[src/soc_pkg.sv]
/*
 * soc_pkg
 * address map, bus widths, bus request and response structs,
 * and the state and target encodings shared by the memory side
 */
package soc_pkg;

	localparam int ADDR_W = 32;
	localparam int DATA_W = 32;

	// memory sizes in words, as powers of two
	localparam int MAIN_DEPTH_LOG2 = 10;
	localparam int SCRATCH_DEPTH_LOG2 = 8;

	// address map
	localparam int MMIO_BIT = 31;
	localparam logic [ADDR_W-1:0] SCRATCH_BASE = 32'h8000_0000;
	localparam logic [ADDR_W-1:0] GPIO_BASE = 32'h8000_2000;
	localparam logic [ADDR_W-1:0] LOADER_BASE = 32'h8000_3000;
	// 4 KiB regions inside io space
	localparam logic [ADDR_W-1:0] REGION_MASK = 32'hFFFF_F000;

	localparam int LED_W = 4;
	localparam int SW_W = 2;
	localparam int BTN_W = 2;
	localparam int COUNT_W = 16;

	typedef logic [DATA_W-1:0] bus_word_t;

	typedef struct packed {
		logic [ADDR_W-1:0] addr;
		bus_word_t wdata;
		logic we;
		logic rd;
	} bus_req_t;

	typedef struct packed {
		bus_word_t rdata;
		logic ready;
	} bus_rsp_t;

	typedef logic [LED_W-1:0] led_t;

	typedef struct packed {
		logic overrun;
		logic done;
		logic [13:0] spare;
		logic [COUNT_W-1:0] count;
	} loader_status_t;

	typedef enum logic [2:0] {TGT_MAIN, TGT_SCRATCH, TGT_GPIO, TGT_LOADER, TGT_NONE} target_e;
	typedef enum logic [1:0] {OWN_IDLE, OWN_CPU, OWN_LOADER} owner_e;
	typedef enum logic [1:0] {LD_COUNT, LD_DATA, LD_DONE} loader_state_e;

endpackage

[src/address_decoder.sv]
/*
 * address_decoder
 * selects main memory, scratch ram, gpio or loader status,
 * gates strobes to one target and returns its response
 */
module address_decoder (
	input logic clk_mem,
	input logic rst_n,
	input soc_pkg::bus_req_t bus,
	output soc_pkg::bus_rsp_t rsp,
	output soc_pkg::bus_req_t main_req,
	input soc_pkg::bus_rsp_t main_rsp,
	output soc_pkg::bus_req_t scratch_req,
	input soc_pkg::bus_rsp_t scratch_rsp,
	output soc_pkg::bus_req_t gpio_req,
	input soc_pkg::bus_rsp_t gpio_rsp,
	input soc_pkg::loader_status_t loader_status
);

	soc_pkg::target_e tgt;
	soc_pkg::target_e sel_tgt;
	logic strobe;
	logic local_ready;
	soc_pkg::bus_word_t local_rdata;

	always_comb begin
		if (!bus.addr[soc_pkg::MMIO_BIT])
			tgt = soc_pkg::TGT_MAIN;
		else if ((bus.addr & soc_pkg::REGION_MASK) == soc_pkg::SCRATCH_BASE)
			tgt = soc_pkg::TGT_SCRATCH;
		else if ((bus.addr & soc_pkg::REGION_MASK) == soc_pkg::GPIO_BASE)
			tgt = soc_pkg::TGT_GPIO;
		else if ((bus.addr & soc_pkg::REGION_MASK) == soc_pkg::LOADER_BASE)
			tgt = soc_pkg::TGT_LOADER;
		else
			tgt = soc_pkg::TGT_NONE;
	end

	assign strobe = bus.we | bus.rd;

	always_comb begin
		main_req = bus;
		scratch_req = bus;
		gpio_req = bus;
		main_req.we = bus.we && tgt == soc_pkg::TGT_MAIN;
		main_req.rd = bus.rd && tgt == soc_pkg::TGT_MAIN;
		scratch_req.we = bus.we && tgt == soc_pkg::TGT_SCRATCH;
		scratch_req.rd = bus.rd && tgt == soc_pkg::TGT_SCRATCH;
		gpio_req.we = bus.we && tgt == soc_pkg::TGT_GPIO;
		gpio_req.rd = bus.rd && tgt == soc_pkg::TGT_GPIO;
	end

	// loader status and unmapped space answered here
	always_ff @(posedge clk_mem) begin
		if (bus.rd && tgt == soc_pkg::TGT_LOADER)
			local_rdata <= loader_status;
		else
			local_rdata <= '0;
	end

	always_ff @(posedge clk_mem) begin
		if (!rst_n) begin
			sel_tgt <= soc_pkg::TGT_NONE;
			local_ready <= 1'b0;
		end else begin
			if (strobe)
				sel_tgt <= tgt;
			local_ready <= strobe && (tgt == soc_pkg::TGT_LOADER || tgt == soc_pkg::TGT_NONE);
		end
	end

	always_comb begin
		case (sel_tgt)
			soc_pkg::TGT_MAIN: rsp = main_rsp;
			soc_pkg::TGT_SCRATCH: rsp = scratch_rsp;
			soc_pkg::TGT_GPIO: rsp = gpio_rsp;
			default: rsp = '{rdata: local_rdata, ready: local_ready};
		endcase
	end

	// every target must answer one cycle after its strobe
	a_ready_follows: assert property (@(posedge clk_mem) disable iff (!rst_n)
		strobe |=> rsp.ready);

endmodule

[config.mk]
export PLATFORM = sky130hd
export DESIGN_NAME = address_decoder
export DESIGN_NICKNAME = d
export VERILOG_FILES = /design/src/soc_pkg.sv /design/src/address_decoder.sv
export SDC_FILE = /design/constraint.sdc
export NUM_CORES = 1
export LEC_CHECK = 0
export ABC_AREA = 1
export BUFFER_PORTS_ARGS = -buffer_cell sky130_fd_sc_hd__buf_2
export CORE_AREA = 2 2 168 170
export DETAILED_ROUTE_END_ITERATION = 7
export DIE_AREA = 0 0 170 172
export PLACE_DENSITY_LB_ADDON = 0.1
export SYNTH_ARGS = -nofsm -noshare
export SYNTH_HDL_FRONTEND = slang
export SYNTH_SLANG_ARGS = --single-unit
[constraint.sdc]
create_clock -name clk_mem -period 1.5 [get_ports clk_mem]
set_input_delay 0.225 -clock clk_mem [delete_from_list [all_inputs] [get_ports clk_mem]]
set_output_delay 0.225 -clock clk_mem [all_outputs]
set_load 0.01 [all_outputs]
==> qor.csv, run 1 <==
metric,value,unit
syn_nets,734,
Reg2Reg Launch Point,sel_tgt[1],
die width,170,um
vias in the first global route,3197,
Tcrit/Tclk final,119.1,%
CTS tree,built,
# IOs,430,
H-tree depth reported by CTS,2,
core area,27480,um2
hold_sp,loader_status[8],
clock latency on the worst-skew pair,0.29,ns
share of layout cells above drive strength 1,54.63,%
Slew Limit Fails,0,
"Cell Area, Synth",3476,um2
Longest Clk Path Bufs,2,
largest net degree at the start of global routing,33,
Crit Path Max Fanout,7,
Mapped Avg Cell Area,6.497,um2
WL final,16060,um
antenna violations before repair,1,
Area Growth Syn to Fin,24.66,%
dpl cells,946,
worst slew pin tran,0.1960,ns
FF-to-FF setup slack,0.61,ns
"most common cell after layout, fill and taps aside",buf_2,
GR Overflow Total,0,
synthesis warning total,0,
status,"complete, but fails checks",
Detailed Place HPWL,13140,um
Highest Clock Rate,559.9,MHz
Site Rows,61,
skew final,0,ns
first-pass GRT wire length,20930,um
maximum VDD drop,0.0003257,V
worst setup path start,sel_tgt[1],
Antenna Nets Post-Route,0,
post-synthesis register bit count,36,
Worst Hold Class,in -> reg,
min cycle time layout,1.786,ns
Cell variety after synth,18,
critical path data required time,1.27,ns
Hold WS,0.1430,ns
worst reg-to-reg path cell count,4,
RSZ-0062 raised after global routing,true,
post-DR vias/cell,3.338,
failing checks,negative setup slack,
sequential element share of the synthesized area,20.73,%
"non-filler cells, final",962,
Fin. Hold Viols,0,
Post-DP Area,3879,um2
clk slew on worst S/H paths,0.06,ns
initial core utilization,12.65,%
Crit. End Element,primary output,
drt initial violations,36,
GP Congestion,0.6778,
fin nets,813,
Num Clock Sinks,36,
setup_tns,-8.418,ns
CTS Buf Count,5,
all-layer global routing usage,9.975,%
routed via count,3211,
"Hold-fix buffers, CTS",0,
setup ws final,-0.2860,ns
crit path launch type,flop,
Buffers on Ports,253,
design area,4333,um2
setup violators final,33,
reg2reg end,sel_tgt[1],
P per Cell Area,696.9,nW/um2
most frequent cells in the layout,"buf_2 (253), nand2_1 (114), nor2_1 (46)",
post-synthesis cell count,535,
routed len/inst,16.70,um
WS Path Type,reg -> out,
Pre-antenna DRT Iters,4,
LEAKAGE,2.325,nW
Die Span Y,172,um
slew margin rel.,86.88,%
Worst Setup EP,rsp[27],
DRC viols,0,
Root Buffer,clkbuf_16,
number of max-cap violations,0,
CP arrival,1.56,ns
die footprint,29240,um2
Final Power,3.020,mW
repair_timing:
| item | in CTS | in global routing |
|---|---|---|
| setup buffers | 3 | 1 |
| gates cloned | 2 | 1 |
| endpoints found under the setup margin | 35 | 37 |
| gates resized for setup | 28 | 29 |
| pin swaps | 6 | 20 |
cells by family (layout without fill, tap and decap cells):
logic type	Yosys count	count (layout)	synth area share (%)
other	0	1	0
buffers and inverters	252	332	48.81
DFF	36	36	20.73
AOI/OAI and AO/OA	5	5	0.7198
and+or+nand+nor	242	242	29.73
cell type report:
| type | count | area [um2] |
|---|---|---|
| clock inverters | 3 | 42.54 |
| fillers | 3250 | 23140 |
| clock buffers | 5 | 125.1 |
| repair buffers | 279 | 1622 |
| multi-input cells | 247 | 1215 |
| well taps | 346 | 432.9 |
| diodes | 1 | 2.502 |
| inverters | 45 | 168.9 |
| flip-flops and latches | 36 | 724.4 |
registers in the layout, summed over array words and instances, names as in the netlist:
signal	count
local_rdata	32
sel_tgt	3
local_ready	1
cells in the mapped netlist:
library cell	n	area share, %
a21oi_1	3	0.43
nor3_1	2	0.29
nand4_1	33	5.9
nor3_2	1	0.29
clkbuf_1	6	0.65
nor2_2	3	0.54
buf_2	6	0.86
buf_4	192	41
dfxtp_1	36	21
nand3_2	1	0.29
buf_6	3	0.97
nand3_1	5	0.72
nand3_4	1	0.50
nor2_1	54	5.8
inv_1	44	4.8
o21ai_0	2	0.29
inv_2	1	0.11
nand2_1	142	15
per-stage QoR:
| stage | utilization, % | setup WS, ns |
|---|---|---|
| 2_1_floorplan | - | 0.1733 |
| 4_1_cts | 15.33 | -0.3090 |
| 5_1_grt | 15.77 | -0.3668 |
| 6_report | 15.77 | -0.2860 |
| 3_5_place_dp | 14.12 | -0.03971 |
| 3_3_place_gp | 14.12 | -0.06266 |
routing by layer:
metal  wire length, um  track usage [%]  up-vias
met5                 0                0        -
met3              1476            3.090       10
met1              5346            9.763     1362
met2              9030            20.09      237
li1                  -                -     1602
met4               210            2.676        0
worst max-delay path, cell delays in order (launching register included):
cell     delay [ns]
dfxtp_2        0.33
buf_6          0.12
nor3_4         0.20
buf_12         0.17
buf_12         0.15
nand2_4        0.05
nand4_1        0.08
buf_2          0.14
worst min-delay path by stage:
stage                           endpoint  slack, ns  cells after the start
after global placement    local_rdata[6]       0.45                      3
after detailed placement  local_rdata[5]       0.44                      3
after CTS                 local_rdata[8]       0.12                      3
after global routing      local_rdata[8]       0.14                      3
after floorplan           local_rdata[0]       0.34                      2
final                     local_rdata[8]       0.14                      3
power breakdown:
group	switching, mW	internal, mW
sequential	0.00505	0.962
combinational	0.416	0.393
clock	0.462	0.782
Power figures use the tool's default switching activity.
==> run 2, diff against run 1 <==
--- a/config.mk
+++ b/config.mk
@@ -10,7 +10,7 @@
 export CORE_AREA = 2 2 168 170
 export DETAILED_ROUTE_END_ITERATION = 7
 export DIE_AREA = 0 0 170 172
-export PLACE_DENSITY_LB_ADDON = 0.1
+export PLACE_DENSITY = 0.4
 export SYNTH_ARGS = -nofsm -noshare
 export SYNTH_HDL_FRONTEND = slang
 export SYNTH_SLANG_ARGS = --single-unit
==> run 2 against run 1 <==
  * The run still ends with negative setup slack left
  * Clock power grew 3%
  * Register-to-register slack gained 0.20 ns
  * First-iteration DRC count grew to 3.1 times the previous value
  * Fmax grew 0.44%
  * Design area grew 1.2%
  * Critical path depth grew 1
  * Sequential power is essentially flat
  * Routed wire length grew 0.88%
  * Flip-flop and latch count is the same
  * Non-clock buffer count grew 4
  * Total power grew 1.4%
  * Critical path type unchanged
==> qor.csv, run 2 (synthesis results as in run 1) <==
metric,value,unit,change
Longest Clk Path Bufs,2,,unchanged
CTS tree,built,,unchanged
slew margin rel.,83.79,%,was 86.88%
Die Span Y,172,um,unchanged
die width,170,um,unchanged
Crit. End Element,primary output,,unchanged
CP max-delay cell,dfxtp_4,,was dfxtp_2
CP peak stage delay,0.37,ns,was 0.33 ns
vias in the first global route,2946,,was 3197
hold depth,3,,unchanged
setup violators final,33,,unchanged
Logic pwr share,26.8,%,about the same
WL final,16210,um,was 16060 um
share of layout cells above drive strength 1,54.44,%,was 54.63%
critical path data required time,1.27,ns,about the same
clk slew on worst S/H paths,0.07,ns,was 0.06 ns
Root Buffer,clkbuf_16,,unchanged
maximum VDD drop,0.0003489,V,was 0.0003257 V
Reg2Reg Launch Point,sel_tgt[2],,was sel_tgt[1]
Top reg by flops,local_rdata,,unchanged
setup_tns,-8.558,ns,was -8.418 ns
sequential power share,31.6,%,was 32.0%
P per Cell Area,698.3,nW/um2,was 696.9 nW/um2
RSZ-0062 raised after global routing,true,,unchanged
Site Rows,61,,unchanged
Antenna Nets Post-Route,0,,unchanged
"most common cell after layout, fill and taps aside",buf_2,,unchanged
Crit Path Max Fanout,5,,was 7
post-DR vias/cell,3.462,,was 3.338
# IOs,430,,unchanged
Hold WS,0.1356,ns,was 0.1430 ns
largest net degree at the start of global routing,23,,was 33
antenna violations before repair,3,,was 1
WS Path Type,reg -> out,,unchanged
worst reg-to-reg path cell count,2,,was 4
Worst Hold End,local_rdata[0],,was local_rdata[8]
CTS Buf Count,5,,unchanged
number of max-cap violations,0,,unchanged
routed len/inst,16.78,um,was 16.70 um
"Hold-fix buffers, CTS",0,,unchanged
CP arrival,1.55,ns,was 1.56 ns
min cycle time layout,1.778,ns,was 1.786 ns
hold_sp,loader_status[0],,was loader_status[8]
biggest regs,"local_rdata (32), sel_tgt (3), local_ready (1)",,unchanged
Filler cells,3191,,was 3250
GR Overflow Total,0,,unchanged
LEAKAGE,2.316,nW,was 2.325 nW
Tcrit/Tclk final,118.5,%,was 119.1%
die footprint,29240,um2,unchanged
FF-to-FF setup slack,0.81,ns,was 0.61 ns
Pre-antenna DRT Iters,4,,unchanged
all-layer global routing usage,9.807,%,was 9.975%
setup ws final,-0.2782,ns,was -0.2860 ns
drt initial violations,113,,was 36
max reg flops,32,,unchanged
Area Growth Syn to Fin,26.10,%,was 24.66%
Detailed Place HPWL,12930,um,was 13140 um
Buffers on Ports,253,,unchanged
first-pass GRT wire length,20110,um,was 20930 um
Fin. Hold Viols,0,,unchanged
clock latency on the worst-skew pair,0.29,ns,about the same
Slew Limit Fails,0,,unchanged
skew final,0,ns,unchanged
initial core utilization,12.65,%,unchanged
switching power total,0.9019,mW,was 0.8830 mW
cell internal pwr,2.159,mW,was 2.137 mW
worst slew pin tran,0.2423,ns,was 0.1960 ns
routed via count,3344,,was 3211
crit path cell chain,nor2_2 > buf_4 > nor2_4 > buf_6 > clkbuf_16 > nand2_1 > nand4_1 > buf_2,,was buf_6 > nor3_4 > buf_12 > buf_12 > nand2_4 > nand4_1 > buf_2
core area,27480,um2,unchanged
crit path launch type,flop,,unchanged
status,"complete, but fails checks",,unchanged
Clock Power Share,41.7,%,was 41.2%
most frequent cells in the layout,"buf_2 (252), nand2_1 (115), nor2_1 (48)",,"was buf_2 (253), nand2_1 (114), nor2_1 (46)"
H-tree depth reported by CTS,2,,unchanged
Worst Hold Class,in -> reg,,unchanged
DRC viols,0,,unchanged
Num Clock Sinks,36,,unchanged
Highest Clock Rate,562.4,MHz,was 559.9 MHz
reg2reg end,sel_tgt[2],,was sel_tgt[1]
fin nets,817,,was 813
switching share of power,29.47,%,was 29.24%
GP Congestion,0.7165,,was 0.6778
failing checks,negative setup slack,,unchanged
run 2: cell count changes in the layout (fill, tap and decap cells not counted), moves of 2 or more:
cell     previous run  this run
nand2_4             9         1
nand2_2            19        26
buf_6               4         7
buf_12              7         9
dfxtp_2             3         1
dfxtp_4             0         2
nor2_1             46        48
run 2: power by group through the flow:
| stage | logic, mW | clock network [mW] | registers [mW] |
|---|---|---|---|
| 6_report | 0.820 | 1.28 | 0.966 |
| 4_1_cts | 0.747 | 1.37 | 0.967 |
| 3_5_place_dp | 0.708 | 0 | 0.988 |
| 3_3_place_gp | 0.706 | 0 | 0.988 |
| 2_1_floorplan | 0.711 | 0 | 0.987 |
| 5_1_grt | 0.896 | 1.39 | 0.966 |
run 2: critical path: cells and delay by family, from the launching register on:
family	cells	cell delay, ns
flops	1	0.37
buf+inv	4	0.57
simple gates	4	0.33
run 2: layout make-up:
class / count / area, um2 / share of cell area, %
repair buffers: 283 / 1713 / 39.08
multi-input cells: 247 / 1162 / 26.52
flip-flops and latches: 36 / 729.5 / 16.64
well taps: 346 / 432.9 / 9.877
inverters: 45 / 171.4 / 3.911
clock buffers: 5 / 125.1 / 2.855
clock inverters: 3 / 46.29 / 1.056
diodes: 1 / 2.502 / 0.05709
run 2: worst max-delay path by stage:
stage	from	endpoint	slack (ns)	cells past startpoint
final	sel_tgt[2]	rsp[8]	-0.28	8
after CTS	sel_tgt[1]	rsp[24]	-0.29	7
after detailed placement	sel_tgt[0]	rsp[17]	-0.1	6
after floorplan	sel_tgt[2]	rsp[10]	0.17	4
after global routing	sel_tgt[2]	rsp[1]	-0.37	8
after global placement	sel_tgt[0]	rsp[17]	-0.12	6
run 2: through the flow:
| step | area, um2 | power [mW] | setup WS, ns | std cells | utilization (%) |
|---|---|---|---|---|---|
| 2_1_floorplan | 3476 | 1.698 | 0.1733 | 535 | - |
| 3_3_place_gp | 3879 | 1.694 | -0.1229 | 946 | 14.12 |
| 3_5_place_dp | 3879 | 1.696 | -0.09797 | 946 | 14.12 |
| 4_1_cts | 4209 | 3.085 | -0.2934 | 959 | 15.32 |
| 5_1_grt | 4380 | 3.248 | -0.3692 | 965 | 15.94 |
| 6_report | 4383 | 3.061 | -0.2782 | 966 | 15.95 |
run 2: repair_timing:
item	4_1_cts	5_1_grt
buffers inserted	3	3
pin swaps	11	13
endpoints found under the setup margin	34	37
gates resized for setup	18	32
gates cloned	2	3
run 2: metal layers:
metal | GRT usage [%] | part of all wire [%] | vias up | wire length, um
met5 | 0 | 0.080 | - | 13
met4 | 4.088 | 3.4 | 2 | 551
met3 | 5.264 | 13 | 44 | 2136
met2 | 17.48 | 51 | 245 | 8268
met1 | 9.478 | 32 | 1444 | 5235
li1 | - | - | 1609 | -
==> run 3, diff against run 2 <==
--- a/config.mk
+++ b/config.mk
@@ -7,10 +7,12 @@
 export LEC_CHECK = 0
 export ABC_AREA = 1
 export BUFFER_PORTS_ARGS = -buffer_cell sky130_fd_sc_hd__buf_2
-export CORE_AREA = 2 2 168 170
+export CELL_PAD_IN_SITES_DETAIL_PLACEMENT = 2
+export CELL_PAD_IN_SITES_GLOBAL_PLACEMENT = 2
+export CORE_AREA = 2 2 166 168
 export DETAILED_ROUTE_END_ITERATION = 7
-export DIE_AREA = 0 0 170 172
-export PLACE_DENSITY = 0.4
+export DIE_AREA = 0 0 168 170
+export PLACE_DENSITY = 0.79
 export SYNTH_ARGS = -nofsm -noshare
 export SYNTH_HDL_FRONTEND = slang
 export SYNTH_SLANG_ARGS = --single-unit
==> constraint.sdc (replaced) <==
create_clock -name clk_mem -period 1.75 [get_ports clk_mem]
set_input_delay 0.2625 -clock clk_mem [delete_from_list [all_inputs] [get_ports clk_mem]]
set_output_delay 0.2625 -clock clk_mem [all_outputs]
set_load 0.01 [all_outputs]
==> run 3 against run 2 <==
  * The run still ends with negative setup slack left
  * Design area increased by 2.2%
  * Combinational power shrank 4.5%
  * Flip-flop and latch count did not move
  * Largest cell class unchanged
  * Clock power is 23% lower
==> qor.csv, run 3 (synthesis results as in run 1) <==
metric,value,unit,change
status,"complete, but fails checks",,unchanged
failing checks,negative setup slack,,unchanged
Crit. End Element,primary output,,unchanged
# IOs,430,,unchanged
Worst Hold Class,in -> reg,,unchanged
CTS tree,built,,unchanged
clock latency on the worst-skew pair,0.29,ns,about the same
Antenna Nets Post-Route,0,,unchanged
Slew Limit Fails,0,,unchanged
LEAKAGE,2.426,nW,was 2.316 nW
routed via count,3363,,was 3344
worst slew pin tran,0.2666,ns,was 0.2423 ns
Num Clock Sinks,36,,unchanged
skew final,0,ns,unchanged
routed len/inst,16.47,um,was 16.78 um
WL final,15740,um,was 16210 um
Top reg by flops,local_rdata,,unchanged
Highest Clock Rate,544.5,MHz,
all-layer global routing usage,10.54,%,was 9.807%
RSZ-0062 raised after global routing,true,,unchanged
antenna violations before repair,2,,was 3
core area,26650,um2,was 27480 um2
first-pass GRT wire length,22230,um,was 20110 um
"most common cell after layout, fill and taps aside",buf_2,,unchanged
die width,168,um,was 170 um
Site Rows,60,,was 61
DRC viols,0,,unchanged
setup ws final,-0.08661,ns,was -0.2782 ns
most frequent cells in the layout,"buf_2 (252), nand2_1 (109), nor2_1 (49)",,"was buf_2 (252), nand2_1 (115), nor2_1 (48)"
Longest Clk Path Bufs,2,,unchanged
Area Growth Syn to Fin,28.87,%,was 26.10%
min cycle time layout,1.837,ns,
Finished Core Util,16.81,%,was 15.95%
WS Path Type,reg -> out,,unchanged
die footprint,28560,um2,was 29240 um2
drt initial violations,38,,was 113
clk slew on worst S/H paths,0.07,ns,about the same
CTS Buf Count,5,,unchanged
Fin. Hold Viols,0,,unchanged
Pre-antenna DRT Iters,4,,unchanged
Hold WS,0.1715,ns,was 0.1356 ns
GR Overflow Total,0,,unchanged
P per Cell Area,580.1,nW/um2,was 698.3 nW/um2
initial core utilization,13.04,%,was 12.65%
H-tree depth reported by CTS,2,,unchanged
Root Buffer,clkbuf_16,,unchanged
worst reg-to-reg path cell count,4,,was 2
biggest regs,"local_rdata (32), sel_tgt (3), local_ready (1)",,unchanged
slew margin rel.,82.16,%,was 83.79%
Crit Path Max Fanout,7,,was 5
"Hold-fix buffers, CTS",0,,unchanged
Tcrit/Tclk final,104.9,%,
number of max-cap violations,0,,unchanged
maximum VDD drop,0.0002400,V,was 0.0003489 V
Detailed Place HPWL,11650,um,was 12930 um
CP arrival,1.57,ns,was 1.55 ns
share of layout cells above drive strength 1,54.56,%,was 54.44%
GP Congestion,0.6853,,was 0.7165
fin nets,812,,was 817
Die Span Y,170,um,was 172 um
critical path data required time,1.49,ns,was 1.27 ns
largest net degree at the start of global routing,33,,was 23
post-DR vias/cell,3.518,,was 3.462
max reg flops,32,,unchanged
Buffers on Ports,253,,unchanged
setup violators final,33,,unchanged
crit path launch type,flop,,unchanged
vias in the first global route,3749,,was 2946
hold depth,3,,unchanged
-- run 3: timing repair --
action                                  in CTS  in global routing
gates cloned                                 5                  2
endpoints found under the setup margin      33                 35
gates resized for setup                     47                 34
setup buffers                                6                  1
pin swaps                                    9                 19
-- run 3: stage by stage --
stage,instances,TNS (ns),total power [mW],instance area (um2),setup WS (ns)
6_report,956,-1.907,2.599,4479,-0.08661
5_1_grt,955,-5.102,2.792,4477,-0.1901
4_1_cts,952,-3.340,2.659,4287,-0.1288
3_5_place_dp,933,0,1.463,3825,0.09565
3_3_place_gp,933,0,1.442,3825,0.1316
2_1_floorplan,535,0,1.455,3476,0.3858
-- run 3: per-layer routing --
metal,track usage (%),vias to the layer above,wire length (um)
met5,0,-,11
met4,4.310,2,574
met3,4.140,57,1289
met2,18.88,164,8079
met1,11.04,1536,5786
li1,-,1604,-
-- run 3: area by class of cell --
type / count / area, um2
fillers: 3222 / 22170
diodes: 1 / 2.502
clock inverters: 1 / 7.507
clock buffers: 7 / 142.6
multi-input cells: 247 / 1270
flip-flops and latches: 36 / 732.0
inverters: 45 / 171.4
well taps: 341 / 426.7
repair buffers: 278 / 1727
-- run 3: path summary, 6_finish.rpt --
check	start	to	slack (ns)
setup / recovery	sel_tgt[2]	rsp[12]	-0.09
hold / removal	loader_status[1]	local_rdata[1]	0.17
setup reg to reg	sel_tgt[1]	sel_tgt[1]	0.81
hold reg to reg	sel_tgt[2]	sel_tgt[2]	0.56
-- run 3: report_power, final --
group          internal, mW  switching [mW]  leakage (nW)
clock network         0.569           0.416        0.0701
registers             0.822         0.00809         0.292
logic                 0.384           0.399          2.06
total                  1.77           0.824          2.43
-- run 3: worst max-delay path, cell delays in order (launching register included) --
cell and delay, ns:
dfxtp_4 0.39, nor2_4 0.04, buf_6 0.11, nor2_4 0.15, buf_12 0.14, buf_16 0.16
nand2_4 0.05, nand4_1 0.07, buf_2 0.14
